[config.mk]
export PLATFORM = sky130hd
export DESIGN_NAME = frame_decider
export DESIGN_NICKNAME = d
export VERILOG_FILES = /design/src/game_pkg.sv /design/src/frame_decider.sv /design/src/pixel_compositor.sv /design/src/pickup_field.sv /design/src/wall_map.sv /design/src/scroll_tracker.sv /design/src/game_state_ctrl.sv
export SDC_FILE = /design/constraint.sdc
export NUM_CORES = 1
export LEC_CHECK = 0
export BUFFER_PORTS_ARGS = -buffer_cell sky130_fd_sc_hd__buf_2
export CAP_MARGIN = 20
export CORE_MARGIN = 2
export CORE_UTILIZATION = 55
export CTS_CLUSTER_SIZE = 12
export DETAILED_ROUTE_END_ITERATION = 8
export HOLD_SLACK_MARGIN = 0.02
export PLACE_DENSITY = 0.71
export SLEW_MARGIN = 20
export SYNTH_ARGS = -nofsm -noshare
export SYNTH_HDL_FRONTEND = slang
export SYNTH_SLANG_ARGS = --single-unit
[constraint.sdc]
create_clock -name clk -period 18.8 [get_ports clk]
set_clock_uncertainty 0.15 [all_clocks]
set_input_delay 0 -clock clk [delete_from_list [all_inputs] [get_ports clk]]
set_output_delay 0 -clock clk [all_outputs]
set_load 0.01 [all_outputs]
[src/game_pkg.sv]
`default_nettype none

package game_pkg;

	typedef logic [10:0] coord_t;
	typedef logic [5:0] color_t;

	typedef struct packed {
		coord_t x;
		coord_t y;
	} pixel_t;

	// Top-left corner of the hero in world space
	typedef struct packed {
		coord_t x;
		coord_t y;
	} hero_pos_t;

	typedef struct packed {
		logic down;
		logic left;
		logic right;
	} stop_t;

	typedef enum logic [1:0] {
		ST_TITLE,
		ST_PLAY,
		ST_END
	} game_state_t;

	localparam coord_t TILE_SIZE = 11'd40;
	localparam int MAP_ROWS = 12;
	localparam int MAP_COLS = 40;

	localparam coord_t SCREEN_W = 11'd640;
	localparam coord_t WORLD_W = 11'd1600;
	localparam coord_t SCROLL_MARGIN = 11'd280;
	localparam coord_t MAX_SCROLL = WORLD_W - SCREEN_W;

	localparam coord_t HERO_W = 11'd40;
	localparam coord_t HERO_H = 11'd80;

	// Column 0 is the leftmost bit of each row
	localparam logic [0:MAP_ROWS-1][0:MAP_COLS-1] TILE_MAP = {
		40'b0000000000_0000000000_0000000000_0000000000,
		40'b0000000000_0000000000_0000000000_0000000000,
		40'b0000000000_0000000000_0000000000_0000000000,
		40'b0000000000_0000000000_0000000000_0000000000,
		40'b0000000000_0000000000_0000000000_0000000000,
		40'b0000000000_0000000000_0000000000_0000000000,
		40'b0000000000_0000110000_0000000000_0000000000,
		40'b0000000000_0000000000_0000000000_0000000000,
		40'b0000000000_0000000000_0000000000_1100000000,
		40'b0000000011_0000000000_0000000000_0000000000,
		40'b1111111111_1111111111_1111111111_1111111111,
		40'b1111111111_1111111111_1111111111_1111111111
	};

	localparam int NUM_COINS = 8;
	localparam coord_t COIN_X [NUM_COINS] = '{
		11'd100, 11'd160, 11'd200, 11'd400, 11'd500, 11'd600, 11'd700, 11'd800
	};
	localparam coord_t COIN_Y = 11'd300;

	localparam coord_t GOAL_X = 11'd980;
	localparam coord_t GOAL_Y = 11'd280;

	localparam int SCORE_W = 4;

	localparam color_t COLOR_BG = 6'd0;
	localparam color_t COLOR_TITLE = 6'd8;
	localparam color_t COLOR_END = 6'd9;
	localparam color_t COLOR_WALL = 6'd12;
	localparam color_t COLOR_HERO = 6'd20;
	localparam color_t COLOR_COIN = 6'd33;
	localparam color_t COLOR_GOAL = 6'd40;

	// Half-open box test where the far edge lies outside
	function automatic logic in_box(input pixel_t p, input coord_t ox, input coord_t oy,
			input coord_t w, input coord_t h);
		logic [11:0] x_end;
		logic [11:0] y_end;
		x_end = {1'b0, ox} + {1'b0, w};
		y_end = {1'b0, oy} + {1'b0, h};
		return (p.x >= ox) && ({1'b0, p.x} < x_end) && (p.y >= oy) && ({1'b0, p.y} < y_end);
	endfunction

endpackage

`default_nettype wire
[src/frame_decider.sv]
`timescale 1ns/1ps
`default_nettype none

module frame_decider (
	input  wire                          clk,
	input  wire                          rst_n,
	input  game_pkg::pixel_t             pix,
	input  wire                          pix_req,
	output game_pkg::color_t             color,
	output logic                         pix_ack,
	input  game_pkg::hero_pos_t          hero,
	input  wire                          frame_tick,
	input  wire                          press,
	output game_pkg::stop_t              stop,
	output logic [game_pkg::SCORE_W-1:0] score,
	output game_pkg::game_state_t        state
);

	import game_pkg::*;

	coord_t scroll;
	pixel_t world;
	logic sample;
	logic hero_hit;
	logic wall_hit;
	logic coin_hit;
	logic goal_hit;
	logic goal_touched;

	game_state_ctrl u_state (
		.clk(clk), .rst_n(rst_n), .press(press), .goal_touched(goal_touched), .state(state)
	);

	scroll_tracker u_scroll (
		.clk(clk), .rst_n(rst_n), .hero(hero), .frame_tick(frame_tick), .scroll(scroll)
	);

	wall_map u_walls (
		.clk(clk), .rst_n(rst_n), .state(state), .hero(hero), .frame_tick(frame_tick),
		.world(world), .wall_hit(wall_hit), .stop(stop)
	);

	pickup_field u_pickups (
		.clk(clk), .rst_n(rst_n), .world(world), .sample(sample), .hero_hit(hero_hit),
		.coin_hit(coin_hit), .goal_hit(goal_hit), .score(score), .goal_touched(goal_touched)
	);

	pixel_compositor u_comp (
		.clk(clk), .rst_n(rst_n), .pix(pix), .pix_req(pix_req), .pix_ack(pix_ack),
		.color(color), .state(state), .scroll(scroll), .hero(hero), .world(world),
		.sample(sample), .hero_hit(hero_hit), .wall_hit(wall_hit), .coin_hit(coin_hit),
		.goal_hit(goal_hit)
	);

endmodule

`default_nettype wire

[src/pixel_compositor.sv]
`timescale 1ns/1ps
`default_nettype none

module pixel_compositor (
	input  wire                   clk,
	input  wire                   rst_n,
	input  game_pkg::pixel_t      pix,
	input  wire                   pix_req,
	output logic                  pix_ack,
	output game_pkg::color_t      color,
	input  game_pkg::game_state_t state,
	input  game_pkg::coord_t      scroll,
	input  game_pkg::hero_pos_t   hero,
	output game_pkg::pixel_t      world,
	output logic                  sample,
	output logic                  hero_hit,
	input  wire                   wall_hit,
	input  wire                   coin_hit,
	input  wire                   goal_hit
);

	import game_pkg::*;

	// High in the cycle between capture and answer
	logic looking;
	color_t color_next;

	assign sample = looking && state == ST_PLAY;
	assign hero_hit = in_box(world, hero.x, hero.y, HERO_W, HERO_H);

	always_comb
	begin
		if (state == ST_TITLE)
			color_next = COLOR_TITLE;
		else if (state == ST_END)
			color_next = COLOR_END;
		else if (wall_hit)
			color_next = COLOR_WALL;
		else if (hero_hit)
			color_next = COLOR_HERO;
		else if (coin_hit)
			color_next = COLOR_COIN;
		else if (goal_hit)
			color_next = COLOR_GOAL;
		else
			color_next = COLOR_BG;
	end

	always_ff @(posedge clk or negedge rst_n)
	begin
		if (!rst_n)
		begin
			looking <= 1'b0;
			pix_ack <= 1'b0;
		end
		else if (looking)
		begin
			looking <= 1'b0;
			pix_ack <= 1'b1;
		end
		else if (pix_ack)
			pix_ack <= pix_req;
		else if (pix_req)
			looking <= 1'b1;
	end

	always_ff @(posedge clk)
	begin
		if (!looking && !pix_ack && pix_req)
		begin
			world.x <= pix.x + scroll;
			world.y <= pix.y;
		end
		if (looking)
			color <= color_next;
	end

endmodule

`default_nettype wire

[src/pickup_field.sv]
`timescale 1ns/1ps
`default_nettype none

module pickup_field (
	input  wire                              clk,
	input  wire                              rst_n,
	input  game_pkg::pixel_t                 world,
	input  wire                              sample,
	input  wire                              hero_hit,
	output logic                             coin_hit,
	output logic                             goal_hit,
	output logic [game_pkg::SCORE_W-1:0]     score,
	output logic                             goal_touched
);

	import game_pkg::*;

	logic [NUM_COINS-1:0] coin_in;
	logic [NUM_COINS-1:0] collected;
	logic [NUM_COINS-1:0] grab;
	logic touch;

	function automatic logic [SCORE_W-1:0] count_ones(input logic [NUM_COINS-1:0] bits);
		logic [SCORE_W-1:0] n;
		n = '0;
		for (int i = 0; i < NUM_COINS; i++)
			n = n + SCORE_W'(bits[i]);
		return n;
	endfunction

	always_comb
	begin
		for (int i = 0; i < NUM_COINS; i++)
			coin_in[i] = in_box(world, COIN_X[i], COIN_Y, TILE_SIZE, TILE_SIZE);
	end

	assign goal_hit = in_box(world, GOAL_X, GOAL_Y, TILE_SIZE, TILE_SIZE);
	assign coin_hit = |(coin_in & ~collected);

	// A collision is a pixel shared by the hero and the object
	assign touch = sample && hero_hit;
	assign grab = touch ? (coin_in & ~collected) : '0;

	always_ff @(posedge clk or negedge rst_n)
	begin
		if (!rst_n)
		begin
			collected <= '0;
			score <= '0;
			goal_touched <= 1'b0;
		end
		else
		begin
			collected <= collected | grab;
			score <= score + count_ones(grab);
			if (touch && goal_hit)
				goal_touched <= 1'b1;
		end
	end

endmodule

`default_nettype wire

[src/wall_map.sv]
`timescale 1ns/1ps
`default_nettype none

module wall_map (
	input  wire                   clk,
	input  wire                   rst_n,
	input  game_pkg::game_state_t state,
	input  game_pkg::hero_pos_t   hero,
	input  wire                   frame_tick,
	input  game_pkg::pixel_t      world,
	output logic                  wall_hit,
	output game_pkg::stop_t       stop
);

	import game_pkg::*;

	coord_t pix_row;
	coord_t pix_col;
	coord_t hero_row;
	coord_t hero_col;
	coord_t left_col;
	logic [11:0] hero_x_p1;
	stop_t stop_next;

	// Anything outside the map reads as open space
	function automatic logic tile_at(input logic [11:0] row, input logic [11:0] col);
		if (row < 12'(MAP_ROWS) && col < 12'(MAP_COLS))
			return TILE_MAP[row[3:0]][col[5:0]];
		return 1'b0;
	endfunction

	assign pix_row = world.y / TILE_SIZE;
	assign pix_col = world.x / TILE_SIZE;
	assign wall_hit = tile_at({1'b0, pix_row}, {1'b0, pix_col});

	assign hero_row = hero.y / TILE_SIZE;
	assign hero_col = hero.x / TILE_SIZE;
	assign hero_x_p1 = {1'b0, hero.x} + 12'd1;
	assign left_col = coord_t'(hero_x_p1 / 12'(TILE_SIZE));

	// Feet are two tiles below the hero's top row, the body one tile below
	always_comb
	begin
		stop_next.down = tile_at({1'b0, hero_row} + 12'd2, {1'b0, hero_col})
			|| tile_at({1'b0, hero_row} + 12'd2, {1'b0, hero_col} + 12'd1);
		stop_next.left = tile_at({1'b0, hero_row} + 12'd1, {1'b0, left_col});
		stop_next.right = tile_at({1'b0, hero_row} + 12'd1, {1'b0, hero_col} + 12'd1);
	end

	always_ff @(posedge clk or negedge rst_n)
	begin
		if (!rst_n)
			stop <= '0;
		else if (frame_tick && state == ST_PLAY)
			stop <= stop_next;
	end

endmodule

`default_nettype wire

[src/scroll_tracker.sv]
`timescale 1ns/1ps
`default_nettype none

module scroll_tracker (
	input  wire                clk,
	input  wire                rst_n,
	input  game_pkg::hero_pos_t hero,
	input  wire                frame_tick,
	output game_pkg::coord_t    scroll
);

	import game_pkg::*;

	coord_t target;

	// Keep the hero SCROLL_MARGIN from the left edge, within the world
	always_comb
	begin
		if (hero.x < SCROLL_MARGIN)
			target = '0;
		else if (hero.x - SCROLL_MARGIN > MAX_SCROLL)
			target = MAX_SCROLL;
		else
			target = hero.x - SCROLL_MARGIN;
	end

	// Camera only moves forward
	always_ff @(posedge clk or negedge rst_n)
	begin
		if (!rst_n)
			scroll <= '0;
		else if (frame_tick && target > scroll)
			scroll <= target;
	end

endmodule

`default_nettype wire

[src/game_state_ctrl.sv]
`timescale 1ns/1ps
`default_nettype none

module game_state_ctrl (
	input  wire                  clk,
	input  wire                  rst_n,
	input  wire                  press,
	input  wire                  goal_touched,
	output game_pkg::game_state_t state
);

	import game_pkg::*;

	game_state_t state_next;

	always_comb
	begin
		state_next = state;
		case (state)
			ST_TITLE:
			begin
				if (press)
					state_next = ST_PLAY;
			end
			ST_PLAY:
			begin
				if (goal_touched)
					state_next = ST_END;
			end
			// End screen stays up until reset
			default:
				state_next = ST_END;
		endcase
	end

	always_ff @(posedge clk or negedge rst_n)
	begin
		if (!rst_n)
			state <= ST_TITLE;
		else
			state <= state_next;
	end

endmodule

`default_nettype wire

# After elaboration in Yosys (flattened, before gate mapping)
# Memories as Yosys holds them, arrays and structs flattened.
# Cells that the tools add are included.
# word_totals
ff_bits,59
romBits,1920
in_bits,49
output_inout_bits,16
n_memories,3
# mem_list
memory,depth,width,read_ports,rd_ports_with_merged_regs,write_ports,line,rtl
(no name shown),16,40,1,0,0,wall_map.sv:28,return TILE_MAP[row[3:0]][col[5:0]];
(no name shown),16,40,1,0,0,wall_map.sv:28,
(no name shown),16,40,1,0,0,wall_map.sv:28,
# op_classes
addsub,16
div_mod_pow,5
magnitude_cmp,43
n_eq_ne,4
mux,52
bitwise,10
n_reduce_logical,52
# ops
operator,n
$mux 40,6
$lt 11x10->1 const B,5
$div 11x6->11 const B,4
$ge 11x10->1 const B,4
$ge 11x9->1 const B,4
$lt 11x9->1 const B,4
$logic_and 1x1->1,42
$add 11x1->12 const B,3
$lt 11x6->1 const B,3
$lt 11x8->1 const B,3
$mux 1,31
$bmux 1 s6,5
$ge 7x7->1 const B,4
$not 6->7,4
$add 4x1->4,6
$lt 11x12->1,2
$lt 12x4->1 const B,2
$ge 11x11->1,2
$ge 11x8->1 const B,2
$mux 11,2
$ge 5x5->1 const B,3
$not 4->5,3
$add 11x2->12 const B,1
$add 11x6->12 const B,1
other kinds (32),36

# Longest topological paths before layout
# Gate-level depths: netlist (run 1).
# logic_depth
ltp_word,15
ltp_mapped,27

# Cells and area by module
# A second synthesis (run 1) with hierarchy kept.
# unflattened
hier_cells,991
area_unflattened_um2,7933.9
# by_module_without_submodules
module,n_inst,cells_each,area_per_inst_um2,seq_area_each_um2
wall_map,1,481,3085.5,75.1
pixel_compositor,1,253,2557.5,860.8
pickup_field,1,127,1173.6,325.3
scroll_tracker,1,125,1052.3,275.3
game_state_ctrl,1,5,65.1,50.0

# Least setup slack after synthesis (run 1)
# Ideal clock, no wire load.
# synth_timing
kind,input to register
from,in hero[15] in the netlist's numbering
to,reg u_pickups.score[2] in the netlist's numbering
setup_ns,0.123
t_arrival_ns,6.031
t_required_ns,18.527
setup_slack_ns,12.496
stages,27
n_path_buf,2
path_cell_list,clkbuf_1 > clkbuf_1 > inv_1 > ha_1 > inv_1 > ha_1 > o21a_1 > o21a_1 > o21a_1 > o21a_1 > o21ai_0 > a21oi_1 > a211oi_1 > o22ai_1 > a2111o_1 > nor3_1 > and4b_1 > ha_1 > inv_1 > fa_1 > fa_1 > inv_1 > fa_1 > ha_1 > inv_1 > fa_1 > xnor2_1
# synth_via
elab_chain_cells,15
# synth_rtl
item,line,rtl
from (decl),frame_decider.sv:11,"input game_pkg::hero_pos_t hero,"
$add 11x6->12,game_pkg.sv:83,"x_end = {1'b0, ox} + {1'b0, w};"
$lt 11x12->1,game_pkg.sv:85,"return (p.x >= ox) && ({1'b0, p.x} < x_end) && (p.y >= oy) && ({1'b0, p.y} < y_end);"
$logic_and 1x1->1 (*) (3 in a row),game_pkg.sv:85,
$logic_and 1x1->1 (*),pickup_field.sv:41,assign touch = sample && hero_hit;
$mux 8 (*),pickup_field.sv:42,assign grab = touch ? (coin_in & ~collected) : '0;
$add 1x1->2,pickup_field.sv:27,n = n + SCORE_W'(bits[i]);
$add 4x1->4 (5 in a row),pickup_field.sv:27,
$add 4x1->4 (*),pickup_field.sv:27,
$add 4x4->4 (*),pickup_field.sv:55,score <= score + count_ones(grab);
to (signal assigned),pickup_field.sv:55,
to (decl),pickup_field.sv:12,"output logic [game_pkg::SCORE_W-1:0] score,"
# Mark *: on every way between the ends. The rest lies on a longest branch, timed or not.
# A chain may end at the register's enable or synchronous reset.

# Final worst setup path (run 1)
# layout_timing
from,"reg, netlist name u_comp.world[1]"
to,reg u_pickups.score[2] in the netlist's numbering
# layout_via
elab_chain_cells,13
# layout_rtl
item,line
$ge 11x9->1 / $ge 11x11->1 (equally long branches),game_pkg.sv:85
$logic_and 1x1->1 (2 in a row),game_pkg.sv:85
$and 8x8->8 / $logic_and 1x1->1 (equally long branches),"pickup_field.sv:42, pickup_field.sv:41"
$mux 8 (*),pickup_field.sv:42
$add 1x1->2,pickup_field.sv:27
$add 4x1->4 (5 in a row),pickup_field.sv:27
$add 4x1->4 (*),pickup_field.sv:27
$add 4x4->4 (*),pickup_field.sv:55
# Marks and branches as above.

==> metrics, run 1 <==
CP bufs+invs 3; number of synthesized flops with an enable pin 27; Pre-antenna DRT Iters 7; clock slew at the register clock pins of the worst setup and hold paths 50 ps; fin crit share 0.357; total global routing overflow 0; wire per inst 16.5 um; Routed Wire Length 20600 um; Via Count 7713; vias per inst 6.18; post-CTS sizing 0; Peak VDD IR 0.0579 mV; Synth area leaders ha_1, edfxtp_1, dfrtp_1, o21ai_0, xnor2_1; Min-Delay Path Class input pin to register; post-route ant nets 0; Largest delay share family, worst path adder cells; critical path class register to register; most frequent cells after synthesis ha_1, nor2_1, nand2_1, o21ai_0, inv_1; CP startpoint kind register; Rows 43; Fmax 149 MHz; max-slew violations 0; register area share after synthesis 0.200; Mapped Area 7930 um2; Detailed Place HPWL 15000 um; RSZ-0062 raised after global routing false; antenna violations before repair 1; largest net degree at the start of global routing 34; Final GP Congestion 0.912; DRC Markers 0; Pwr per Cell Area 74.6 nW/um2; Final Power 0.655 mW; die area 15400 um2; R2R setup slack 12080 ps; H-tree levels 3; Final Non-Filler Cells 1248; first-pass GRT wire length 33600 um; Yosys reg bits 58; CTS Buf Count 9; Critical Path End Type register; Finish-stage setup viols 0; Iter 0 DRT Violations 800; Synth area leader ha_1; layout cell share with drive strength beyond 1 0.116; CTS tree done; Cell variety after synth 97; count leader, synth ha_1; IO buf count 63; worst path arrival time 6790 ps; area growth from synthesis to layout 10.9%; placed insts 1205; Num Clock Sinks 58; io pins 65; core area 14000 um2; main flop type after synthesis dfrtp_1; fraction of registers with async set/reset 0.534; CP peak stage delay 820 ps; yosys warns 0; worst-margin pin slew 1050 ps; Initial Util 0.567; slew margin rel. 0.298; post-synthesis instance total 1015; Pleak 3.83 nW; setup_tns 0 ps; hold_ws 36.7 ps; nets 1200; syn_area_per_cell 7.81 um2; clock latency on the worst-skew pair 340 ps; max cap viols 0; critical-path maximum fanout 10; vias in the first global route 6943; Tmin final 6720 ps; Synth top area share 0.133; critical path's slowest cell nor3_1; endpoints failing hold 0; status complete, no violations; CP required 18870 ps; die height 124 um; die width 124 um; gr usage total 0.274; CTS root buf clkbuf_16; Bufs on Longest Clock Path 2
-- state kept, by name (all words and copies together) (netlist names) --
name	cells
u_comp.world	22
u_scroll.scroll	11
u_pickups.collected	8
u_comp.color	5
u_pickups.score	4
u_walls.stop	3
u_state.state	2
u_comp.looking	1
u_comp.pix_ack	1
u_pickups.goal_touched	1
-- logic make-up (layout without fill, tap and decap cells) --
| logic type | count (synthesis) | in the layout | share of synthesized area |
|---|---|---|---|
| flops | 58 | 58 | 0.200 |
| other cells | 1 | 3 | 0.000473 |
| xor+xnor | 52 | 52 | 0.0593 |
| fa+ha+maj | 94 | 94 | 0.152 |
| compound gates | 311 | 311 | 0.268 |
| simple gates | 351 | 351 | 0.228 |
| mux | 20 | 20 | 0.0270 |
| buf+inv | 128 | 179 | 0.0661 |
-- timing repair --
item,in CTS,in global routing
hold endpoints to repair,56,0
hold buffers,26,0
setup buffers,0,0
-- layer usage --
layer	track usage	routed length, um
met3	0.0444	1220
met5	0	0
met2	0.427	9250
met4	0.0829	403
met1	0.389	9680
-- power by group --
group	total [mW]	internal (mW)	switching, mW
clock network	0.163	0.102	0.0610
logic	0.304	0.131	0.173
registers	0.189	0.157	0.0327
total	0.655	0.389	0.266
-- per-stage QoR --
stage | area [um2] | util | setup WS [ps]
2_1_floorplan | 7930 | - | 12500
3_3_place_gp | 8240 | 0.589 | 12250
3_5_place_dp | 8240 | 0.589 | 12160
4_1_cts | 8790 | 0.628 | 12100
5_1_grt | 8790 | 0.628 | 11560
6_report | 8790 | 0.628 | 12080
-- cell type report --
cell class | instances | area (um2)
Clock buffer | 10 | 229
Sequential cell | 58 | 1590
Inverter | 71 | 267
Antenna cell | 1 | 2.50
Fill cell | 1289 | 5200
Tap cell | 180 | 225
Clock inverter | 6 | 57.6
Multi-Input combinational cell | 830 | 5830
Timing Repair Buffer | 92 | 598
-- worst register-to-register path: stages (launching register included) --
cell	delay [ps]
edfxtp_1	360
ha_1	300
nor2b_1	140
o21a_1	150
o21ai_0	190
a21oi_1	100
o21a_1	170
o21a_1	160
o21a_1	160
o21ai_0	140
nand2b_1	90
a211oi_1	250
o22ai_1	110
a2111o_1	420
nor3_1	830
and4b_1	320
ha_1	220
inv_1	80
fa_1	410
fa_1	560
inv_1	60
fa_1	500
ha_1	170
inv_1	60
fa_1	370
xnor2_1	130
-- worst paths after layout --
path,depth (start not counted),startpoint,endpoint
min in group asynchronous,2,rst_n,u_walls.stop[0]
min reg2reg,1,u_pickups.collected[6],u_pickups.collected[6]
max reg2reg,25,u_comp.world[1],u_pickups.score[2]
max,25,u_comp.world[1],u_pickups.score[2]
min,4,pix[12],u_comp.world[12]
max in group asynchronous,2,rst_n,u_scroll.scroll[5]
-- layout by cell type, fill, tap and decap left out, types with 10 or more instances in the layout --
master,n
nand2b_1,18
o21a_1,17
dfrtp_1,31
a31oi_1,15
dlygate4sd3_1,26
nand2_1,77
nor2_1,78
a21o_1,16
xnor2_1,41
mux2_2,11
buf_2,63
nand3_1,34
nor3_1,33
o21ai_0,74
a21oi_1,62
nor2b_1,24
nand4_1,16
inv_1,69
ha_1,84
edfxtp_1,27
a211oi_1,13
nor4_1,10
Power figures use the tool's default switching activity.
==> inputs of run 2 (changes only) <==
PLACE_DENSITY = 0.74   (was 0.71)
clock period = 5.8 ns   (was 18.8 ns; I/O delays follow)
==> run 2 against run 1 <==
  * Fmax grew 17%
  * Utilization grew 3.0 points
  * Sequential share of layout area shrank 0.81 points
  * Final cell count grew 3.4%
  * Critical path type unchanged
==> metrics, run 2 (synthesis results as in run 1) <==
most common cell type on the critical path o21a_1; placed insts 1247; Fmax 174 MHz; Routed Wire Length 21300 um; critical path's slowest cell fa_2; nets 1243; Pleak 4.09 nW; max-slew violations 0; die height 124 um; Bufs on Longest Clock Path 2; IO buf count 63; post-route ant nets 0; H-tree levels 3; Peak VDD IR 0.168 mV; most frequent cells in the layout ha_1, nor2_1, nand2_1; wire per inst 16.5 um; r2r worst-path depth 25; largest net degree at the start of global routing 32; R2R setup slack 60 ps; layout cell share with drive strength beyond 1 0.167; Hold Startpoint pix[13]; PnR worst setup slack 58.2 ps; Largest register FFs 22; ant diodes 0; commonest non-fill, non-tap cell in the layout ha_1; critical path class register to register; gr usage total 0.279; CP peak stage delay 500 ps; Min-Delay Path Class input pin to register; max cap viols 0; CP bufs+invs 5; Final Non-Filler Cells 1290; CP startpoint kind register; die area 15400 um2; vias in the first global route 7256; setup_tns 0 ps; largest registers u_comp.world x22, u_scroll.scroll x11, u_pickups.collected x8; first-pass GRT wire length 34700 um; placed inst area 8570 um2; io pins 65; Tmin final 5740 ps; fillers 1238; clock latency on the worst-skew pair 340 ps; endpoints failing hold 0; Final GP Congestion 0.924; CTS tree done; vias per inst 6.14; Finish-stage setup viols 0; slew margin rel. 0.292; clock slew at the register clock pins of the worst setup and hold paths 60 ps; CTS root buf clkbuf_16; Num Clock Sinks 58; die width 124 um; pre-CTS setup slack -288 ps; Pwr per Cell Area 242 nW/um2; status complete, no violations; Finished Cell Area 9200 um2; area growth from synthesis to layout 16.1%; worst-margin pin slew 1060 ps; worst hold path stage count 3; Biggest register u_comp.world; fin crit share 0.990; Worst Hold End u_comp.world[13]; core area 14000 um2; Detailed Place HPWL 15600 um; FF-to-FF Start u_comp.world[1]; antenna violations before repair 1; Pre-antenna DRT Iters 6; CP required 5880 ps; Initial Util 0.567; CTS Buf Count 9; worst path arrival time 5830 ps; RSZ-0062 raised after global routing true; total global routing overflow 0; Rows 43; critical-path maximum fanout 2; Reg-to-Reg End u_pickups.score[1]; DRC Markers 0; Final Power 2.23 mW; Critical Path End Type register; Iter 0 DRT Violations 913; Largest delay share family, worst path adder cells; Via Count 7917
run 2: changes by cell type in the layout (fill, tap and decap cells not counted), moves of 2 or more:
cell,delta
o21ai_1,+3
a211oi_2,+2
xnor2_2,+2
clkinv_2,-2
xnor2_1,-2
o21ai_0,-4
a211oi_1,-2
clkinv_4,+2
ha_1,-2
dlygate4sd3_1,-3
buf_4,+46
run 2: repair_timing:
action,in CTS,in global routing
pin swaps,14,7
gates resized for setup,14,2
endpoints found under the setup margin,3,3
hold buffers,23,0
buffers inserted,3,1
endpoints found under the hold margin,53,0
run 2: final cells by class:
| cell class | count | area, um2 | share of cell area |
|---|---|---|---|
| clock buffers | 9 | 225 | 0.0245 |
| clock inverters | 7 | 77.6 | 0.00843 |
| inverters | 71 | 267 | 0.0290 |
| multi-input cells | 830 | 5910 | 0.642 |
| flip-flops and latches | 58 | 1590 | 0.172 |
| well taps | 180 | 225 | 0.0245 |
| repair buffers | 135 | 913 | 0.0992 |
run 2: power by group:
group | internal, mW | switching [mW] | total (mW)
Sequential | 0.506 | 0.0425 | 0.549
Combinational | 0.471 | 0.655 | 1.13
Clock | 0.335 | 0.219 | 0.555
Total | 1.31 | 0.917 | 2.23
run 2: worst max path at each step:
stage,startpoint,endpoint,depth (start not counted)
6_report,u_comp.world[1],u_pickups.score[1],25
2_1_floorplan,u_comp.world[1],u_pickups.score[2],25
3_3_place_gp,u_comp.world[1],u_pickups.score[2],24
3_5_place_dp,u_comp.world[1],u_pickups.score[2],24
4_1_cts,u_comp.world[1],u_pickups.score[1],25
5_1_grt,u_comp.world[1],u_pickups.score[1],25
run 2: per-stage QoR:
stage / hold slack [ps] / utilization
after floorplan: -446 / -
after detailed placement: -19.3 / 0.613
after global routing: 52.4 / 0.658
after global placement: -23.5 / 0.613
after CTS: 21.1 / 0.656
final: 27.2 / 0.658
run 2: layer usage:
metal | share of wire | up-vias | global-route usage | wire length (um)
li1 | - | 3914 | - | -
met1 | 0.47 | 3723 | 0.392 | 9900
met2 | 0.46 | 255 | 0.451 | 9860
met3 | 0.058 | 23 | 0.0426 | 1240
met4 | 0.011 | 2 | 0.0618 | 242
met5 | 0.00042 | - | 0 | 9
run 2: tightest hold or removal path: cells and delay by family:
kind	cells	cell delay (ps)
adder cells (fa/ha/maj)	1	170
XOR/XNOR	1	140
buffers and inverters	1	80
==> inputs of run 3 (changes only) <==
CORE_ASPECT_RATIO = 1.4   (was unset)
==> run 3 against run 2 <==
  * Global-route usage fell by 0.55 points
  * Die area barely moved
  * Critical endpoint unchanged
  * Setup slack got worse by 24 ps
  * Count of clock-buffer cells in the layout did not move
  * Critical path depth did not move
  * Fmax fell by 0.41%
==> metrics, run 3 (synthesis results as in run 1) <==
status complete, no violations; Fmax 173 MHz; gr usage total 0.273; Power Internal 1.41 mW; fin crit share 0.994; most frequent cells in the layout ha_1, nor2_1, nand2_1; Min-Delay Path Class input pin to register; critical path class register to register; CTS Buf Count 9; commonest non-fill, non-tap cell in the layout ha_1; CP required 5890 ps; IO buf count 63; Comb power frac 0.490; CTS root buf clkbuf_16; endpoints failing hold 0; launch point of the worst path u_comp.world[12]; slew margin rel. 0.312; critical-path maximum fanout 3; Detailed Place HPWL 15600 um; Finish-stage setup viols 0; CP bufs+invs 4; post-route ant nets 0; CP startpoint kind register; critical path's slowest cell fa_2; Biggest register u_comp.world; vias in the first global route 7625; max cap viols 0; switching fraction of total power 0.393; Largest register FFs 22; hold_ws 26.2 ps; DRC Markers 0; Final GP Congestion 0.935; Iter 0 DRT Violations 470; area growth from synthesis to layout 16.8%; Tmin final 5770 ps; nets 1242; Via Count 7926; core area 14000 um2; ant diodes 0; CTS tree done; CP peak stage delay 530 ps; r2r worst-path depth 25; critical path depth 25; pre-CTS setup slack -331 ps; sequential fraction of design power 0.237; io pins 65; Clock power frac 0.273; Critical Path End Type register; die width 105 um; Num Clock Sinks 58; worst hold path stage count 3; worst path arrival time 5850 ps; largest net degree at the start of global routing 32; clock latency on the worst-skew pair 340 ps; largest registers u_comp.world x22, u_scroll.scroll x11, u_pickups.collected x8; total global routing overflow 0; FF-to-FF Start u_comp.world[12]; Rows 51; Peak VDD IR 0.185 mV; Initial Util 0.567; first-pass GRT wire length 35100 um; Bufs on Longest Clock Path 2; Pwr per Cell Area 251 nW/um2; worst-margin pin slew 1020 ps; Hold Startpoint pix[15]; clock slew at the register clock pins of the worst setup and hold paths 60 ps; PnR worst setup slack 34.3 ps; Routed Wire Length 21100 um; max-slew violations 0; vias per inst 6.13; die area 15400 um2; H-tree levels 3; wire per inst 16.3 um; final core occ 0.662; setup_tns 0 ps; layout cell share with drive strength beyond 1 0.170; Pleak 4.08 nW; Pre-antenna DRT Iters 5; NetSw 0.912 mW; Largest delay share family, worst path adder cells; antenna violations before repair 0; RSZ-0062 raised after global routing true; die height 146 um
[run 3: cell types whose count changed in the layout (fill, tap and decap cells not counted), sizes merged]
cell,delta
buf,-2
bufinv,+2
clkinv,-1
clkinvlp,-1
dlygate4sd3,+1
[run 3: what timing repair did]
action | 4_1_cts | 5_1_grt
hold buffers | 24 | 0
pin swaps | 15 | 10
endpoints found under the hold margin | 53 | 0
setup buffers | 2 | 1
resized for setup | 11 | 11
cloned | 0 | 0
setup endpoints to repair | 3 | 3
[run 3: worst paths after layout]
kind / to / slack (ps)
hold reg to reg: u_pickups.collected[4] / 320
setup / recovery: u_pickups.score[1] / 30
max in group asynchronous: u_scroll.scroll[1] / 4860
hold / removal: u_comp.world[15] / 30
min in group asynchronous: u_comp.pix_ack / 120
setup reg to reg: u_pickups.score[1] / 30
[run 3: area by class of cell]
cell class / instances / area [um2]
Timing Repair Buffer: 134 / 908
Inverter: 71 / 267
Multi-Input combinational cell: 830 / 5910
Tap cell: 185 / 231
Clock inverter: 7 / 125
Sequential cell: 58 / 1590
Clock buffer: 9 / 225
Fill cell: 1208 / 4720
[run 3: worst min-delay path, delay by kind of cell]
kind | cells | cell delay (ps)
xor gates and xnor gates | 1 | 90
adders and majority gates | 1 | 170
buffers and inverters | 1 | 80
[run 3: power groups by stage]
stage | sequential, mW | combinational [mW] | clock, mW
finish | 0.549 | 1.14 | 0.634
global route | 0.556 | 1.27 | 0.656
CTS | 0.547 | 1.12 | 0.640
detailed placement | 0.554 | 1.08 | 0
global placement | 0.552 | 1.06 | 0
floorplan | 0.563 | 0.797 | 0
[run 3: layer usage]
metal / vias to the layer above / global-route usage / wire (um)
met1: 3719 / 0.326 / 8680
met3: 57 / 0.0286 / 886
met2: 230 / 0.494 / 10800
li1: 3920 / - / -
met5: - / 0 / 0
met4: 0 / 0.113 / 718
[run 3: stage by stage]
stage	instances	cell area (um2)	power, mW
floorplan	1016	7950	1.36
finish	1294	9260	2.32
global route	1294	9260	2.48
global placement	1251	8570	1.61
detailed placement	1251	8570	1.63
CTS	1293	9200	2.30
